--- src/vidin_params.svh ---
//##########################################################################
// fixed widths and constants of the video front end and the decoder chip
// include before any module or package that needs them
//##########################################################################

`ifndef VIDIN_PARAMS_SVH
`define VIDIN_PARAMS_SVH

// video bus and capture widths
`define VIDIN_VPO_W 16
`define VIDIN_HORIZ_W 10
`define VIDIN_VERT_W 8
`define VIDIN_RGB_W 24

// output pixel and frame buffer address
`define VIDIN_PIX_W 8
`define VIDIN_ADDR_W 19

// write address byte of the video decoder
`define VIDIN_IIC_DEV_ADDR 8'h48

// clock cycles per serial step
`define VIDIN_IIC_DIV 4

// writes in the decoder setup table
`define VIDIN_REG_COUNT 13

`endif

--- src/vidin_pkg.sv ---
//##########################################################################
// shared types of the video front end
// structs carry the video bus, capture state, pixels and register writes
//##########################################################################

`include "vidin_params.svh"

`default_nettype none

package vidin_pkg;

   // one sample of the video input bus
   typedef struct packed {
      logic                    vs;
      logic                    href;
      logic                    cref;
      logic                    rts0;
      logic [`VIDIN_VPO_W-1:0] vpo;
   } video_in_t;

   // one pixel towards the frame buffer
   typedef struct packed {
      logic [`VIDIN_ADDR_W-1:0] addr;
      logic [`VIDIN_PIX_W-1:0]  rgb;
   } pixel_t;

   // one decoder register write
   typedef struct packed {
      logic [7:0] subaddr;
      logic [7:0] data;
   } iic_write_t;

   // latched position, field and colour word, plus the registered cref phase
   typedef struct packed {
      logic [`VIDIN_VERT_W-1:0]  vert;
      logic [`VIDIN_HORIZ_W-1:0] horiz;
      logic                      field;
      logic [`VIDIN_RGB_W-1:0]   rgb;
      logic                      cref;
   } capture_t;

   typedef enum logic [1:0] {
      PROG_START,
      PROG_WAIT,
      PROG_NEXT,
      PROG_DONE
   } prog_state_e;

   typedef enum logic [1:0] {
      IIC_IDLE,
      IIC_START,
      IIC_BIT,
      IIC_STOP
   } iic_phase_e;

endpackage

`default_nettype wire

--- src/decoder_reg_program.sv ---
//##########################################################################
// steps through the decoder setup table, one serial write per entry
// restarts from the first entry on a falling rts0
//##########################################################################

`include "vidin_params.svh"

`default_nettype none

module decoder_reg_program (
   input  wire logic             tm3_clk_v0,
   input  wire logic             rst,
   input  wire logic             rts0,
   input  wire logic             busy,
   output vidin_pkg::iic_write_t wr,
   output logic                  start,
   output logic                  done
);

   vidin_pkg::prog_state_e state;
   logic [3:0]             idx;
   logic [2:0]             rts_sync;
   logic                   rts_fall;

   assign rts_fall = !rts_sync[1] && rts_sync[2];
   assign done     = (state == vidin_pkg::PROG_DONE);

   // decoder setup, subaddress then value
   always_comb
   begin
      case (idx)
         4'd0:    wr = '{subaddr: 8'h02, data: 8'hC0};
         4'd1:    wr = '{subaddr: 8'h03, data: 8'h23};
         4'd2:    wr = '{subaddr: 8'h06, data: 8'hEB};
         4'd3:    wr = '{subaddr: 8'h07, data: 8'hE0};
         4'd4:    wr = '{subaddr: 8'h08, data: 8'h80};
         4'd5:    wr = '{subaddr: 8'h09, data: 8'h01};
         4'd6:    wr = '{subaddr: 8'h0A, data: 8'h80};
         4'd7:    wr = '{subaddr: 8'h0B, data: 8'h47};
         4'd8:    wr = '{subaddr: 8'h0C, data: 8'h40};
         4'd9:    wr = '{subaddr: 8'h0E, data: 8'h01};
         4'd10:   wr = '{subaddr: 8'h10, data: 8'h00};
         4'd11:   wr = '{subaddr: 8'h11, data: 8'h1C};
         default: wr = '{subaddr: 8'h12, data: 8'h09};
      endcase
   end

   always_ff @(posedge tm3_clk_v0)
   begin
      if (!rst)
      begin
         state    <= vidin_pkg::PROG_START;
         idx      <= '0;
         start    <= 1'b0;
         rts_sync <= '0;
      end
      else
      begin
         rts_sync <= {rts_sync[1:0], rts0};
         start    <= 1'b0;
         if (rts_fall)
         begin
            state <= vidin_pkg::PROG_START;
            idx   <= '0;
         end
         else
         begin
            case (state)
               vidin_pkg::PROG_START:
               begin
                  // a frame still in flight finishes first
                  if (!busy)
                  begin
                     start <= 1'b1;
                     state <= vidin_pkg::PROG_WAIT;
                  end
               end
               vidin_pkg::PROG_WAIT:
               begin
                  if (busy)
                     state <= vidin_pkg::PROG_NEXT;
               end
               vidin_pkg::PROG_NEXT:
               begin
                  if (!busy && (idx == 4'(`VIDIN_REG_COUNT - 1)))
                     state <= vidin_pkg::PROG_DONE;
                  else if (!busy)
                  begin
                     idx   <= idx + 1'b1;
                     state <= vidin_pkg::PROG_START;
                  end
               end
               default:
               begin
                  state <= vidin_pkg::PROG_DONE;
               end
            endcase
         end
      end
   end

endmodule

`default_nettype wire

--- src/iic_write_serializer.sv ---
//##########################################################################
// shifts one decoder register write out on the scl/sda pair
// start pulse loads a frame, busy stays high until the stop condition ends
//##########################################################################

`include "vidin_params.svh"

`default_nettype none

module iic_write_serializer (
   input  wire logic                   tm3_clk_v0,
   input  wire logic                   rst,
   input  wire vidin_pkg::iic_write_t  wr,
   input  wire logic                   start,
   output logic                        busy,
   output logic                        scl,
   output logic                        sda
);

   localparam int DIV_W = $clog2(`VIDIN_IIC_DIV);
   // three bytes, each followed by an ack slot
   localparam int FRAME_W = 3 * 9;

   vidin_pkg::iic_phase_e phase;
   logic [DIV_W-1:0]      div_cnt;
   logic [4:0]            bit_cnt;
   logic [1:0]            sub_cnt;
   logic [FRAME_W-1:0]    shreg;
   logic                  step;

   assign step = (div_cnt == DIV_W'(`VIDIN_IIC_DIV - 1));
   assign busy = (phase != vidin_pkg::IIC_IDLE);

   always_ff @(posedge tm3_clk_v0)
   begin
      if (!rst)
      begin
         phase   <= vidin_pkg::IIC_IDLE;
         div_cnt <= '0;
         bit_cnt <= '0;
         sub_cnt <= '0;
      end
      else
      begin
         if ((phase == vidin_pkg::IIC_IDLE) || step)
            div_cnt <= '0;
         else
            div_cnt <= div_cnt + 1'b1;
         case (phase)
            vidin_pkg::IIC_IDLE:
            begin
               if (start)
                  phase <= vidin_pkg::IIC_START;
            end
            vidin_pkg::IIC_START:
            begin
               if (step)
               begin
                  phase   <= vidin_pkg::IIC_BIT;
                  bit_cnt <= '0;
                  sub_cnt <= '0;
               end
            end
            vidin_pkg::IIC_BIT:
            begin
               // each bit is scl low, high, low
               if (step && (sub_cnt == 2'd2))
               begin
                  sub_cnt <= '0;
                  if (bit_cnt == 5'(FRAME_W - 1))
                     phase <= vidin_pkg::IIC_STOP;
                  else
                     bit_cnt <= bit_cnt + 1'b1;
               end
               else if (step)
                  sub_cnt <= sub_cnt + 1'b1;
            end
            default:
            begin
               if (step && (sub_cnt == 2'd1))
                  phase <= vidin_pkg::IIC_IDLE;
               else if (step)
                  sub_cnt <= sub_cnt + 1'b1;
            end
         endcase
      end
   end

   // frame bits, msb first, ack slots driven low
   always_ff @(posedge tm3_clk_v0)
   begin
      if ((phase == vidin_pkg::IIC_IDLE) && start)
         shreg <= {`VIDIN_IIC_DEV_ADDR, 1'b0, wr.subaddr, 1'b0, wr.data, 1'b0};
      else if ((phase == vidin_pkg::IIC_BIT) && step && (sub_cnt == 2'd2))
         shreg <= {shreg[FRAME_W-2:0], 1'b0};
   end

   always_comb
   begin
      case (phase)
         vidin_pkg::IIC_START:
         begin
            scl = 1'b1;
            sda = 1'b0;
         end
         vidin_pkg::IIC_BIT:
         begin
            scl = (sub_cnt == 2'd1);
            sda = shreg[FRAME_W-1];
         end
         vidin_pkg::IIC_STOP:
         begin
            // sda rises in the second stop step with scl high
            scl = 1'b1;
            sda = (sub_cnt == 2'd1);
         end
         default:
         begin
            scl = 1'b1;
            sda = 1'b1;
         end
      endcase
   end

endmodule

`default_nettype wire

--- src/vidin_capture.sv ---
//##########################################################################
// samples the video bus, keeps the pixel counters and builds the colour word
// feeds the pixel output stage through a capture struct
//##########################################################################

`include "vidin_params.svh"

`default_nettype none

module vidin_capture (
   input  wire logic                  tm3_clk_v0,
   input  wire logic                  rst,
   input  wire vidin_pkg::video_in_t  video,
   output vidin_pkg::capture_t        cap
);

   logic [`VIDIN_HORIZ_W-1:0] horiz;
   logic [`VIDIN_VERT_W-1:0]  vert;
   logic [`VIDIN_RGB_W-1:0]   rgb_acc;
   logic [`VIDIN_RGB_W-1:0]   rgb_word;
   logic [`VIDIN_HORIZ_W-1:0] horiz_lat;
   logic [`VIDIN_VERT_W-1:0]  vert_lat;
   logic                      field_lat;
   logic                      cref_q;

   always_ff @(posedge tm3_clk_v0)
   begin
      if (!rst)
      begin
         horiz  <= '0;
         vert   <= '0;
         cref_q <= 1'b0;
      end
      else
      begin
         cref_q <= video.cref;
         // horiz counts pixel pairs within an active line
         if (!video.href)
            horiz <= '0;
         else if (!video.cref)
            horiz <= horiz + 1'b1;
         // one line step at the end of each active line
         if (video.vs)
            vert <= '0;
         else if (!video.href && (horiz != '0))
            vert <= vert + 1'b1;
      end
   end

   // colour bits arrive split over the two cref phases
   always_ff @(posedge tm3_clk_v0)
   begin
      if (video.cref)
      begin
         rgb_acc[23:19] <= video.vpo[15:11];
         rgb_acc[18:16] <= video.vpo[7:5];
         rgb_acc[15:13] <= video.vpo[10:8];
         rgb_acc[9:8]   <= video.vpo[4:3];
         rgb_acc[2:0]   <= video.vpo[2:0];
         rgb_word       <= rgb_acc;
      end
      else
      begin
         rgb_acc[12:10] <= video.vpo[7:5];
         rgb_acc[7:3]   <= video.vpo[4:0];
         vert_lat       <= vert;
         field_lat      <= video.rts0;
         horiz_lat      <= horiz;
      end
   end

   assign cap = '{vert: vert_lat, horiz: horiz_lat, field: field_lat,
                  rgb: rgb_word, cref: cref_q};

endmodule

`default_nettype wire

--- src/vidin_pixel_out.sv ---
//##########################################################################
// emits one pixel per falling cref for even pixels of the even field
// new_data pulses for one cycle with the pixel and its buffer address
//##########################################################################

`include "vidin_params.svh"

`default_nettype none

module vidin_pixel_out (
   input  wire logic                 tm3_clk_v0,
   input  wire logic                 rst,
   input  wire vidin_pkg::capture_t  cap,
   output vidin_pkg::pixel_t         pixel,
   output logic                      new_data
);

   logic cref_d1;
   logic cref_d2;
   logic emit;

   // falling cref, gated by field and the pixel parity
   assign emit = !cref_d1 && cref_d2 && !cap.field && !cap.horiz[0];

   always_ff @(posedge tm3_clk_v0)
   begin
      if (!rst)
      begin
         cref_d1  <= 1'b0;
         cref_d2  <= 1'b0;
         new_data <= 1'b0;
      end
      else
      begin
         cref_d1  <= cap.cref;
         cref_d2  <= cref_d1;
         new_data <= emit;
      end
   end

   // address is line then pixel pair, zero extended
   always_ff @(posedge tm3_clk_v0)
   begin
      if (emit)
      begin
         pixel.addr <= {{(`VIDIN_ADDR_W - `VIDIN_VERT_W - `VIDIN_HORIZ_W + 1){1'b0}},
                        cap.vert, cap.horiz[`VIDIN_HORIZ_W-1:1]};
         pixel.rgb  <= cap.rgb[`VIDIN_PIX_W-1:0];
      end
   end

endmodule

`default_nettype wire

--- src/vidin_top.sv ---
//##########################################################################
// video capture front end, top level
// joins the pixel path and the decoder programming path
//##########################################################################

`include "vidin_params.svh"

`default_nettype none

module vidin_top (
   input  wire logic                     tm3_clk_v0,
   input  wire logic                     rst,
   input  wire logic                     tm3_vidin_vs,
   input  wire logic                     tm3_vidin_href,
   input  wire logic                     tm3_vidin_cref,
   input  wire logic                     tm3_vidin_rts0,
   input  wire logic [`VIDIN_VPO_W-1:0]  tm3_vidin_vpo,
   output logic                          tm3_vidin_sda,
   output logic                          tm3_vidin_scl,
   output logic                          vidin_new_data,
   output logic [`VIDIN_PIX_W-1:0]       vidin_rgb_reg,
   output logic [`VIDIN_ADDR_W-1:0]      vidin_addr_reg,
   output logic                          reg_prog_done
);

   vidin_pkg::video_in_t  video;
   vidin_pkg::capture_t   cap;
   vidin_pkg::pixel_t     pixel;
   vidin_pkg::iic_write_t wr;
   logic                  iic_start;
   logic                  iic_busy;

   assign video = '{vs: tm3_vidin_vs, href: tm3_vidin_href, cref: tm3_vidin_cref,
                    rts0: tm3_vidin_rts0, vpo: tm3_vidin_vpo};

   vidin_capture u_capture (
      .tm3_clk_v0 (tm3_clk_v0),
      .rst        (rst),
      .video      (video),
      .cap        (cap)
   );

   vidin_pixel_out u_pixel_out (
      .tm3_clk_v0 (tm3_clk_v0),
      .rst        (rst),
      .cap        (cap),
      .pixel      (pixel),
      .new_data   (vidin_new_data)
   );

   assign vidin_rgb_reg  = pixel.rgb;
   assign vidin_addr_reg = pixel.addr;

   decoder_reg_program u_reg_program (
      .tm3_clk_v0 (tm3_clk_v0),
      .rst        (rst),
      .rts0       (tm3_vidin_rts0),
      .busy       (iic_busy),
      .wr         (wr),
      .start      (iic_start),
      .done       (reg_prog_done)
   );

   iic_write_serializer u_serializer (
      .tm3_clk_v0 (tm3_clk_v0),
      .rst        (rst),
      .wr         (wr),
      .start      (iic_start),
      .busy       (iic_busy),
      .scl        (tm3_vidin_scl),
      .sda        (tm3_vidin_sda)
   );

endmodule

`default_nettype wire
--- config.mk ---
export PLATFORM = sky130hd
export DESIGN_NAME = vidin_top
export DESIGN_NICKNAME = d
export VERILOG_FILES = /design/src/vidin_pkg.sv /design/src/decoder_reg_program.sv /design/src/iic_write_serializer.sv /design/src/vidin_capture.sv /design/src/vidin_pixel_out.sv /design/src/vidin_top.sv
export VERILOG_INCLUDE_DIRS = /design/src
export SDC_FILE = /design/constraint.sdc
export NUM_CORES = 1
export LEC_CHECK = 0
export ABC_CLOCK_PERIOD_IN_PS = 3710
export BUFFER_PORTS_ARGS = -buffer_cell sky130_fd_sc_hd__buf_2
export CAP_MARGIN = 20
export CORE_ASPECT_RATIO = 1.4
export CORE_MARGIN = 1
export CORE_UTILIZATION = 40
export CTS_BUF_LIST = sky130_fd_sc_hd__clkbuf_8
export DETAILED_ROUTE_END_ITERATION = 10
export HOLD_SLACK_MARGIN = 0.05
export PLACE_DENSITY = 0.68
export SETUP_SLACK_MARGIN = 0.05
export SYNTH_ARGS = -nofsm -noshare
export SYNTH_HDL_FRONTEND = slang
export SYNTH_SLANG_ARGS = --single-unit
export TNS_END_PERCENT = 30
--- constraint.sdc ---
create_clock -name tm3_clk_v0 -period 3.71 [get_ports tm3_clk_v0]
set_input_delay 0.1855 -clock tm3_clk_v0 [delete_from_list [all_inputs] [get_ports tm3_clk_v0]]
set_output_delay 0.1855 -clock tm3_clk_v0 [all_outputs]
set_load 0.05 [all_outputs]
==> run_results.csv, run 1 <==
group,metric,value,unit
run_status,outcome,"complete, no violations",
power_and_ir_drop,p_leak,2.317,nW
placed_design,place_inst,647,
floorplan,rows,49,
placed_design,pre_cts_ws,1.267,ns
power_and_ir_drop,ir_worst_vdd,0.3055,mV
timing,slew_headroom,0.3598,
min_path,hp-class,"input port to flip-flop",
timing,tightest_slew,0.9592,ns
timing,fin_skew,0.01211,ns
synthesis,yosys_warnings,0,
placed_design,portBuffers,39,
layout,final_common_cell,"edfxtp_1",
detailed_routing,drc,0,
critical_path,arrival,2.79,ns
detailed_routing,dr.pass1.iters,4,
clocking,cts_resized,0,
clocking,root_buffer,"clkbuf_8",
critical_path,crit_type,"flip-flop to flip-flop",
critical_path,crit_required,4.05,ns
synthesis,seq_area_frac_synth,0.6701,
layout,postLayoutCellArea,6127,µm²
critical_path,cp_cell_sequence,"inv_1, ha_1, and3b_1, nand3_1, a21oi_1, inv_1, ha_1, nor2_1, a311oi_1",
layout,nets,532,
critical_path,critPathLaunchType,"flip-flop",
synthesis,synthCells,444,
timing,final_hold_viol_count,0,
clocking,clockBufferDepth,2,
flow_run,max_cap_violations,0,
layout,diodes,0,
critical_path,r2r_start,"u_serializer.phase[0]",
detailed_routing,viasPerCell,4.772,
clocking,cts_setup_buffers,0,
floorplan,io_pins,53,
synthesis,synth_area_leaders,"edfxtp_1 (42%), dfxtp_1 (25%), nand2_1 (4.3%)",
layout,final_cell_mix,"edfxtp_1 (76), dfxtp_1 (66), nand2_1 (61)",
clocking,numCtsBuffers,17,
layout,area_growth,13.94,%
synthesis,synth-main-ff-cell,"edfxtp_1",
synthesis,synth_seq_cells,142,
clocking,clk_pin_slew,0.07,ns
timing,rsz0062_at_grt,"false",
clocking,ctsHoldBuffers,6,
clocking,cts_tree,"done",
grt,grt-ovfl-total,0,
floorplan,core,13000,µm²
placed_design,place_area,5747,µm²
detailed_routing,vias,3269,
placed_design,place_hpwl,5846,µm
critical_path,critPathMaxFanout,17,
critical_path,r2r_cells,9,
layout,nFillCells,1214,
synthesis,syn_area,5378,µm²
detailed_routing,antenna_left,0,
synthesis,yosysTopAreaCell,"edfxtp_1",
critical_path,r2r-end,"u_reg_program.wr[1]",
critical_path,cpPeakStageDelay,0.52,ns
power_and_ir_drop,p_per_area,524.0,nW/µm²
timing,max_freq,0.4070,GHz
critical_path,end_kind,"flip-flop",
detailed_routing,wl_per_cell,12.53,µm
synthesis,synthDistinctLibCells,57,
floorplan,initial_core_util,0.4137,
floorplan,die_h,139.2,µm
floorplan,die_area,13920,µm²
clocking,clock_sinks,142,
synthesis,avgSynthCellArea,12.11,µm²
timing,slew_violations,0,
clocking,insertion_delay,0.43,ns
timing,setup_viol,0,
placed_design,place.gp.congestion,0.8182,
synthesis,synth_edf_count,76,
detailed_routing,wirelength,8582,µm
synthesis,netlist.area_leader.share,0.4244,
critical_path,critPathCapture,"u_reg_program.wr[1]",
grt,antenna_found_initial,0,
timing,tns,0,ns
layout,final_cells,685,
grt,first_global_vias,3178,
critical_path,crit_slowest_cell,"ha_1",
timing,setup_ws,1.253,ns
critical_path,startpoint,"u_serializer.phase[0]",
layout,drive_above_1_share,0.1598,
timing,period_minus_slack,2.457,ns
floorplan,die_w,100.0,µm
grt,grt_max_degree,26,
critical_path,rrSetupSlack,1.25,ns
synthesis,postSynth.asyncResetShare,0,
grt,track_usage,0.1328,
timing,period_share,0.6623,
grt,grt_pass1_wl,14410,µm
clocking,htreeDepth,4,
detailed_routing,drtIter0Drc,141,
-- final cells by class --
type                    count  area, µm²  area share
repair buffers             48      277.8     0.04533
inverters                  17      63.81     0.01041
clock inverters            15      86.33     0.01409
flip-flops and latches    142       3603      0.5881
well taps                 178      222.7     0.03635
multi-input cells         268       1639      0.2675
clock buffers              17      234.0     0.03819
-- critical path, delay by kind of cell, from the launching register on --
family	cells	cell delay, ns
DFF	1	0.33
and+or+nand+nor	3	0.45
buffers and inverters	2	0.21
adders and majority gates	2	0.84
AOI/OAI and AO/OA	2	0.54
-- cells in the mapped netlist, types with 2 or more instances --
library cell	n
o31ai_1	2
clkbuf_1	12
nor2_1	26
nand2_1	61
inv_1	17
or2_2	2
a21oi_1	20
and3b_1	2
nand3_1	20
buf_4	3
and3_1	10
mux2i_1	2
nor3_1	4
nand2b_1	8
buf_2	2
or3_1	3
a21o_1	2
edfxtp_1	76
dfxtp_1	66
ha_1	16
o21ai_0	12
xnor2_1	4
nand4_1	11
o21a_1	2
and2_1	9
nor2b_1	2
xor2_1	15
nor4b_1	4
a22oi_1	2
nand4b_1	2
-- worst min path at each step --
stage               slack, ns              from                    end  depth (start not counted)
finish                   0.15               rst  u_serializer.phase[0]                          3
global route             0.15               rst  u_serializer.phase[0]                          3
CTS                      0.14               rst  u_serializer.phase[0]                          3
detailed placement       0.36  tm3_vidin_vpo[4]   u_capture.rgb_acc[7]                          1
global placement         0.36  tm3_vidin_vpo[4]   u_capture.rgb_acc[7]                          1
floorplan                0.28    tm3_vidin_rts0    u_capture.field_lat                          0
-- per-stage QoR --
stage	util	total power [mW]	hold WS (ns)
floorplan	-	2.160	0.2844
global placement	0.4421	2.243	0.3649
detailed placement	0.4421	2.259	0.3636
CTS	0.4714	3.243	0.1372
global route	0.4714	3.376	0.1527
finish	0.4714	3.211	0.1506
-- state kept, by name, summed over array words and instances (netlist names), 3 cells and up --
signal and flops:
u_pixel_out.pixel 25, u_capture.rgb_word 8, u_reg_program.wr 13, u_capture.horiz 10, u_reg_program.idx 4, u_capture.rgb_acc 8
u_capture.vert_lat 8, u_serializer.shreg 26, u_capture.horiz_lat 10, u_serializer.bit_cnt 5, u_capture.vert 8, u_reg_program.rts_sync 3
-- cell families after synthesis --
kind of cell               share of synthesized area
other                                      0.0006973
muxes                                       0.003723
adders and majority gates                    0.03723
AOI/OAI and AO/OA                            0.06631
and+or+nand+nor                               0.1640
DFF                                           0.6701
xor gates and xnor gates                     0.03094
buffers and inverters                        0.02699
-- where the power goes --
group / internal, mW / leakage (nW) / switching, mW / total (mW)
clock network: 0.446 / 0.172 / 0.542 / 0.987
logic: 0.121 / 0.874 / 0.276 / 0.397
registers: 1.78 / 1.27 / 0.0474 / 1.83
total: 2.35 / 2.32 / 0.865 / 3.21
-- layer usage --
| metal | global-route usage | share of wire |
|---|---|---|
| met1 | 0.1452 | 0.41 |
| met2 | 0.2327 | 0.54 |
| met3 | 0.04385 | 0.035 |
| met4 | 0.05645 | 0.016 |
| met5 | 0 | 0 |
No activity file was read; power rests on OpenSTA's default activity.
==> run 2, diff against run 1 <==
ABC_CLOCK_PERIOD_IN_PS = 2400   (was 3710)
PLACE_DENSITY = 0.66   (was 0.68)
clock period = 2.4 ns   (was 3.71 ns; I/O delays follow)
==> run 2 against run 1 <==
Compared with the run above: sequential cell count unchanged; worst hold slack got worse by 0.047 ns; highest routed layer unchanged; register-to-register slack got worse by 0.99 ns; critical path type unchanged; fmax increased by 15%; global-route usage increased by 0.70 points; combinational power increased by 68%; cell area increased by 2.0%; critical path depth decreased by 2; die area unchanged; critical endpoint is now u_reg_program.wr[9].
==> run_results.csv, run 2 (synthesis gave the netlist of run 1 again) <==
group,metric,value,unit
critical_path,crit_required,2.72,ns
detailed_routing,drc,0,
timing,period_share,0.8894,
layout,final_common_cell,"edfxtp_1",
power_and_ir_drop,p_clk_frac,0.333,
layout,final_cell_mix,"edfxtp_1 (76), dfxtp_1 (66), nand2_1 (61)",
power_and_ir_drop,p_leak,2.371,nW
floorplan,die_w,100.0,µm
grt,globalRouteMet3Util,0.03780,
layout,largest_reg_flops,26,
detailed_routing,dr.pass1.iters,4,
timing,setup_viol,0,
clocking,insertion_delay,0.43,ns
grt,grt-ovfl-total,0,
grt,use_met1,0.1541,
timing,slew_headroom,0.6186,
run_status,outcome,"complete, no violations",
power_and_ir_drop,internal_power,3.865,mW
placed_design,place_area,5816,µm²
timing,tns,0,ns
clocking,root_buffer,"clkbuf_8",
power_and_ir_drop,p_seq_frac,0.540,
detailed_routing,wirelength,9013,µm
timing,period_minus_slack,2.135,ns
layout,final_util,0.4807,
power_and_ir_drop,p_switching,1.363,mW
layout,diodes,0,
power_and_ir_drop,swShare,0.2607,
clocking,clockBufferDepth,2,
clocking,clk_pin_slew,0.08,ns
clocking,clock_sinks,142,
critical_path,cpPeakStageDelay,0.48,ns
power_and_ir_drop,power.total,5.227,mW
flow_run,max_cap_violations,0,
timing,final_hold_viol_count,0,
critical_path,startpoint,"u_reg_program.idx[0]",
critical_path,critPathLaunchType,"flip-flop",
min_path,hold_start,"tm3_vidin_href",
floorplan,die_area,13920,µm²
placed_design,place_inst,655,
critical_path,cp_cell_sequence,"inv_1, ha_1, and3_1, o31ai_1, and2_4, nand2_2, o22a_1",
grt,grtUsageMet2,0.2468,
grt,grt_pass1_wl,15250,µm
grt,track_usage,0.1397,
floorplan,rows,49,
critical_path,end_kind,"flip-flop",
critical_path,crit_slowest_cell,"o31ai_1",
layout,regMostFlops,"u_serializer.shreg",
detailed_routing,vias,3395,
grt,first_global_vias,3330,
grt,top_usage_layer,"met2",
timing,hold_slack,0.1033,ns
detailed_routing,wl_per_cell,13.01,µm
timing,setup_ws,0.2654,ns
placed_design,place_hpwl,6159,µm
floorplan,die_h,139.2,µm
floorplan,io_pins,53,
layout,final_cells,693,
layout,nets,540,
grt,antenna_found_initial,0,
clocking,htreeDepth,4,
critical_path,r2r_start,"u_reg_program.idx[0]",
critical_path,crit_type,"flip-flop to flip-flop",
floorplan,core,13000,µm²
detailed_routing,drtIter0Drc,143,
timing,fin_skew,0.01358,ns
critical_path,critPathMaxFanout,5,
placed_design,portBuffers,39,
layout,drive_above_1_share,0.1767,
timing,rsz0062_at_grt,"false",
layout,area_growth,16.19,%
timing,tightest_slew,0.5661,ns
floorplan,initial_core_util,0.4137,
layout,postLayoutCellArea,6248,µm²
clocking,cts_tree,"done",
min_path,hp-class,"input port to flip-flop",
clocking,numCtsBuffers,17,
detailed_routing,antenna_left,0,
timing,max_freq,0.4685,GHz
power_and_ir_drop,p_per_area,836.6,nW/µm²
critical_path,arrival,2.45,ns
placed_design,pre_cts_ws,0.2772,ns
power_and_ir_drop,ir_worst_vdd,0.4875,mV
grt,grt_max_degree,27,
power_and_ir_drop,power_frac_comb,0.127,
placed_design,place.gp.congestion,0.8624,
timing,slew_violations,0,
detailed_routing,viasPerCell,4.899,
run 2: changes by cell type in the layout (fill, tap and decap cells not counted), sizes merged:
cell	change
clkinv	-3
buf	+8
bufinv	+2
inv	-1
clkinvlp	+2
run 2: layout make-up:
cell class	count	area, µm²
multi-input cells	268	1652
clock inverters	15	135.1
flip-flops and latches	142	3603
fillers	1203	6749
well taps	178	222.7
inverters	17	63.81
clock buffers	17	234.0
repair buffers	56	337.8
run 2: layer usage:
| layer | up-vias | share of wire |
|---|---|---|
| met3 | 16 | 0.030 |
| met2 | 49 | 0.54 |
| met5 | - | 0 |
| met1 | 1660 | 0.41 |
| li1 | 1670 | - |
| met4 | 0 | 0.020 |
run 2: critical path: cells and delay by family, from the launching register on:
kind | cells | cell delay (ns)
compound gates | 2 | 0.72
simple gates | 3 | 0.59
flops | 1 | 0.41
fa+ha+maj | 1 | 0.22
buf+inv | 1 | 0.10
run 2: power by group through the flow:
stage	clock network [mW]	registers, mW	logic, mW
after detailed placement	0	2.88	0.661
final	1.74	2.82	0.665
after floorplan	0	2.86	0.476
after global routing	1.88	2.84	0.750
after CTS	1.79	2.82	0.673
after global placement	0	2.87	0.641
run 2: repair_timing:
item / in CTS / in global routing
resized for setup: 0 / 1
setup endpoints to repair: 0 / 1
hold endpoints to repair: 10 / 0
hold buffers: 6 / 0
setup buffers: 0 / 0
run 2: path summary, 6_finish.rpt:
check	end	slack, ns	depth (start not counted)
setup / recovery	u_reg_program.wr[9]	0.27	7
setup reg to reg	u_reg_program.wr[9]	0.27	7
hold / removal	u_capture.vert[0]	0.10	4
hold reg to reg	u_pixel_out.pixel[13]	0.42	0
==> run 3, diff against run 2 <==
CTS_BUF_LIST = not set   (was sky130_fd_sc_hd__clkbuf_8)
HOLD_SLACK_MARGIN = 0.02   (was 0.05)
==> run 3 against run 2 <==
Compared with the run above: sequential cell count unchanged; register-to-register slack better by 0.02 ns; non-clock buffer count stayed put; sequential share of layout area is 1.7 points lower.
==> run_results.csv, run 3 (synthesis gave the netlist of run 1 again) <==
group,metric,value,unit
run_status,outcome,"complete, no violations",
placed_design,pre_cts_ws,0.2772,ns
critical_path,cp_cell_sequence,"inv_1, ha_1, and3_1, o31ai_1, and2_4, nand2_2, o22a_1",
grt,grt_max_degree,27,
critical_path,crit_type,"flip-flop to flip-flop",
power_and_ir_drop,internal_power,4.491,mW
timing,setup_ws,0.2827,ns
layout,nFillCells,1182,
layout,postLayoutCellArea,6440,µm²
floorplan,core,13000,µm²
power_and_ir_drop,power_frac_comb,0.112,
detailed_routing,drtIter0Drc,168,
power_and_ir_drop,p_leak,2.442,nW
flow_run,max_cap_violations,0,
detailed_routing,antenna_left,0,
placed_design,place_area,5816,µm²
grt,grt_pass1_wl,15410,µm
floorplan,initial_core_util,0.4137,
layout,diodes,0,
detailed_routing,wirelength,9008,µm
timing,tns,0,ns
floorplan,io_pins,53,
floorplan,rows,49,
placed_design,portBuffers,39,
placed_design,place_hpwl,6159,µm
power_and_ir_drop,power.total,5.939,mW
critical_path,crit_required,2.69,ns
power_and_ir_drop,swShare,0.2439,
floorplan,die_w,100.0,µm
detailed_routing,dr.pass1.iters,4,
timing,hold_slack,0.1360,ns
layout,multi_input_area,1652,µm²
timing,period_minus_slack,2.117,ns
placed_design,place.gp.congestion,0.8624,
layout,final_common_cell,"edfxtp_1",
grt,track_usage,0.1413,
power_and_ir_drop,p_switching,1.449,mW
clocking,cts_tree,"done",
critical_path,r2r_cells,7,
timing,setup_viol,0,
min_path,worstHoldPathCells,4,
timing,max_freq,0.4723,GHz
clocking,numCtsBuffers,17,
timing,period_share,0.8822,
layout,area_growth,19.75,%
timing,slew_headroom,0.6226,
grt,antenna_found_initial,0,
min_path,hp-class,"input port to flip-flop",
clocking,clk_pin_slew,0.06,ns
power_and_ir_drop,ir_worst_vdd,0.6454,mV
clocking,insertion_delay,0.41,ns
timing,tightest_slew,0.5602,ns
detailed_routing,wl_per_cell,13.00,µm
critical_path,critPathLaunchType,"flip-flop",
detailed_routing,viasPerCell,4.890,
layout,nets,540,
clocking,root_buffer,"clkbuf_16",
critical_path,critPathMaxFanout,5,
timing,slew_violations,0,
power_and_ir_drop,p_clk_frac,0.412,
critical_path,crit_slowest_cell,"o31ai_1",
floorplan,die_area,13920,µm²
layout,final_cell_mix,"edfxtp_1 (76), dfxtp_1 (66), nand2_1 (61)",
floorplan,die_h,139.2,µm
grt,grt-ovfl-total,0,
power_and_ir_drop,p_seq_frac,0.476,
power_and_ir_drop,p_per_area,922.3,nW/µm²
critical_path,end_kind,"flip-flop",
clocking,htreeDepth,4,
detailed_routing,vias,3389,
timing,fin_skew,0.007279,ns
detailed_routing,drc,0,
layout,drive_above_1_share,0.1767,
timing,rsz0062_at_grt,"false",
layout,largest_reg_flops,26,
grt,first_global_vias,3351,
timing,final_hold_viol_count,0,
clocking,clock_sinks,142,
critical_path,arrival,2.41,ns
clocking,clockBufferDepth,2,
layout,register_area,3603,µm²
clocking,cts_setup_buffers,0,
layout,regMostFlops,"u_serializer.shreg",
critical_path,cpPeakStageDelay,0.48,ns
-- run 3: cell count changes in the layout (fill, tap and decap cells not counted) --
cell / delta
inv_1: -4
clkbuf_16: +17
clkbuf_8: -17
clkbuf_1: +4
-- run 3: worst max-delay path, delay by kind of cell (launching register included) --
kind / cells / cell delay (ns)
AO/OA/AOI/OAI: 2 / 0.72
AND/OR/NAND/NOR: 3 / 0.57
flip-flops: 1 / 0.40
adder cells (fa/ha/maj): 1 / 0.22
buffers and inverters: 1 / 0.10
-- run 3: per-stage QoR --
step	util	instances
global route	0.4955	693
floorplan	-	445
CTS	0.4952	693
global placement	0.4474	655
detailed placement	0.4474	655
finish	0.4955	693
-- run 3: path summary, 6_finish.rpt --
path | start | to | slack, ns
max | u_reg_program.idx[0] | u_reg_program.wr[9] | 0.28
min | tm3_vidin_href | u_capture.vert[0] | 0.14
max reg2reg | u_reg_program.idx[0] | u_reg_program.wr[9] | 0.28
min reg2reg | u_capture.horiz_lat[6] | u_pixel_out.pixel[13] | 0.41
-- run 3: repair_timing --
| item | in CTS | in global routing |
|---|---|---|
| hold buffers | 6 | 0 |
| endpoints found under the setup margin | 0 | 1 |
| gates resized for setup | 0 | 1 |
| endpoints found under the hold margin | 10 | 0 |
-- run 3: layout make-up --
type / count / area share
Sequential cell: 142 / 0.5595
Inverter: 17 / 0.009909
Multi-Input combinational cell: 268 / 0.2565
Clock buffer: 21 / 0.06839
Tap cell: 178 / 0.03458
Timing Repair Buffer: 56 / 0.05246
Clock inverter: 11 / 0.01865
-- run 3: power groups by stage --
stage | sequential, mW | combinational [mW] | clock (mW)
6_report | 2.82 | 0.665 | 2.45
5_1_grt | 2.84 | 0.751 | 2.60
4_1_cts | 2.83 | 0.673 | 2.51
3_5_place_dp | 2.88 | 0.661 | 0
3_3_place_gp | 2.87 | 0.641 | 0
2_1_floorplan | 2.86 | 0.476 | 0
-- run 3: per-layer routing --
layer,track usage,vias up,routed length (µm)
met5,0,-,0
met4,0.07170,0,207
met3,0.03881,24,326
met2,0.2439,63,4789
met1,0.1578,1627,3684
li1,-,1675,-
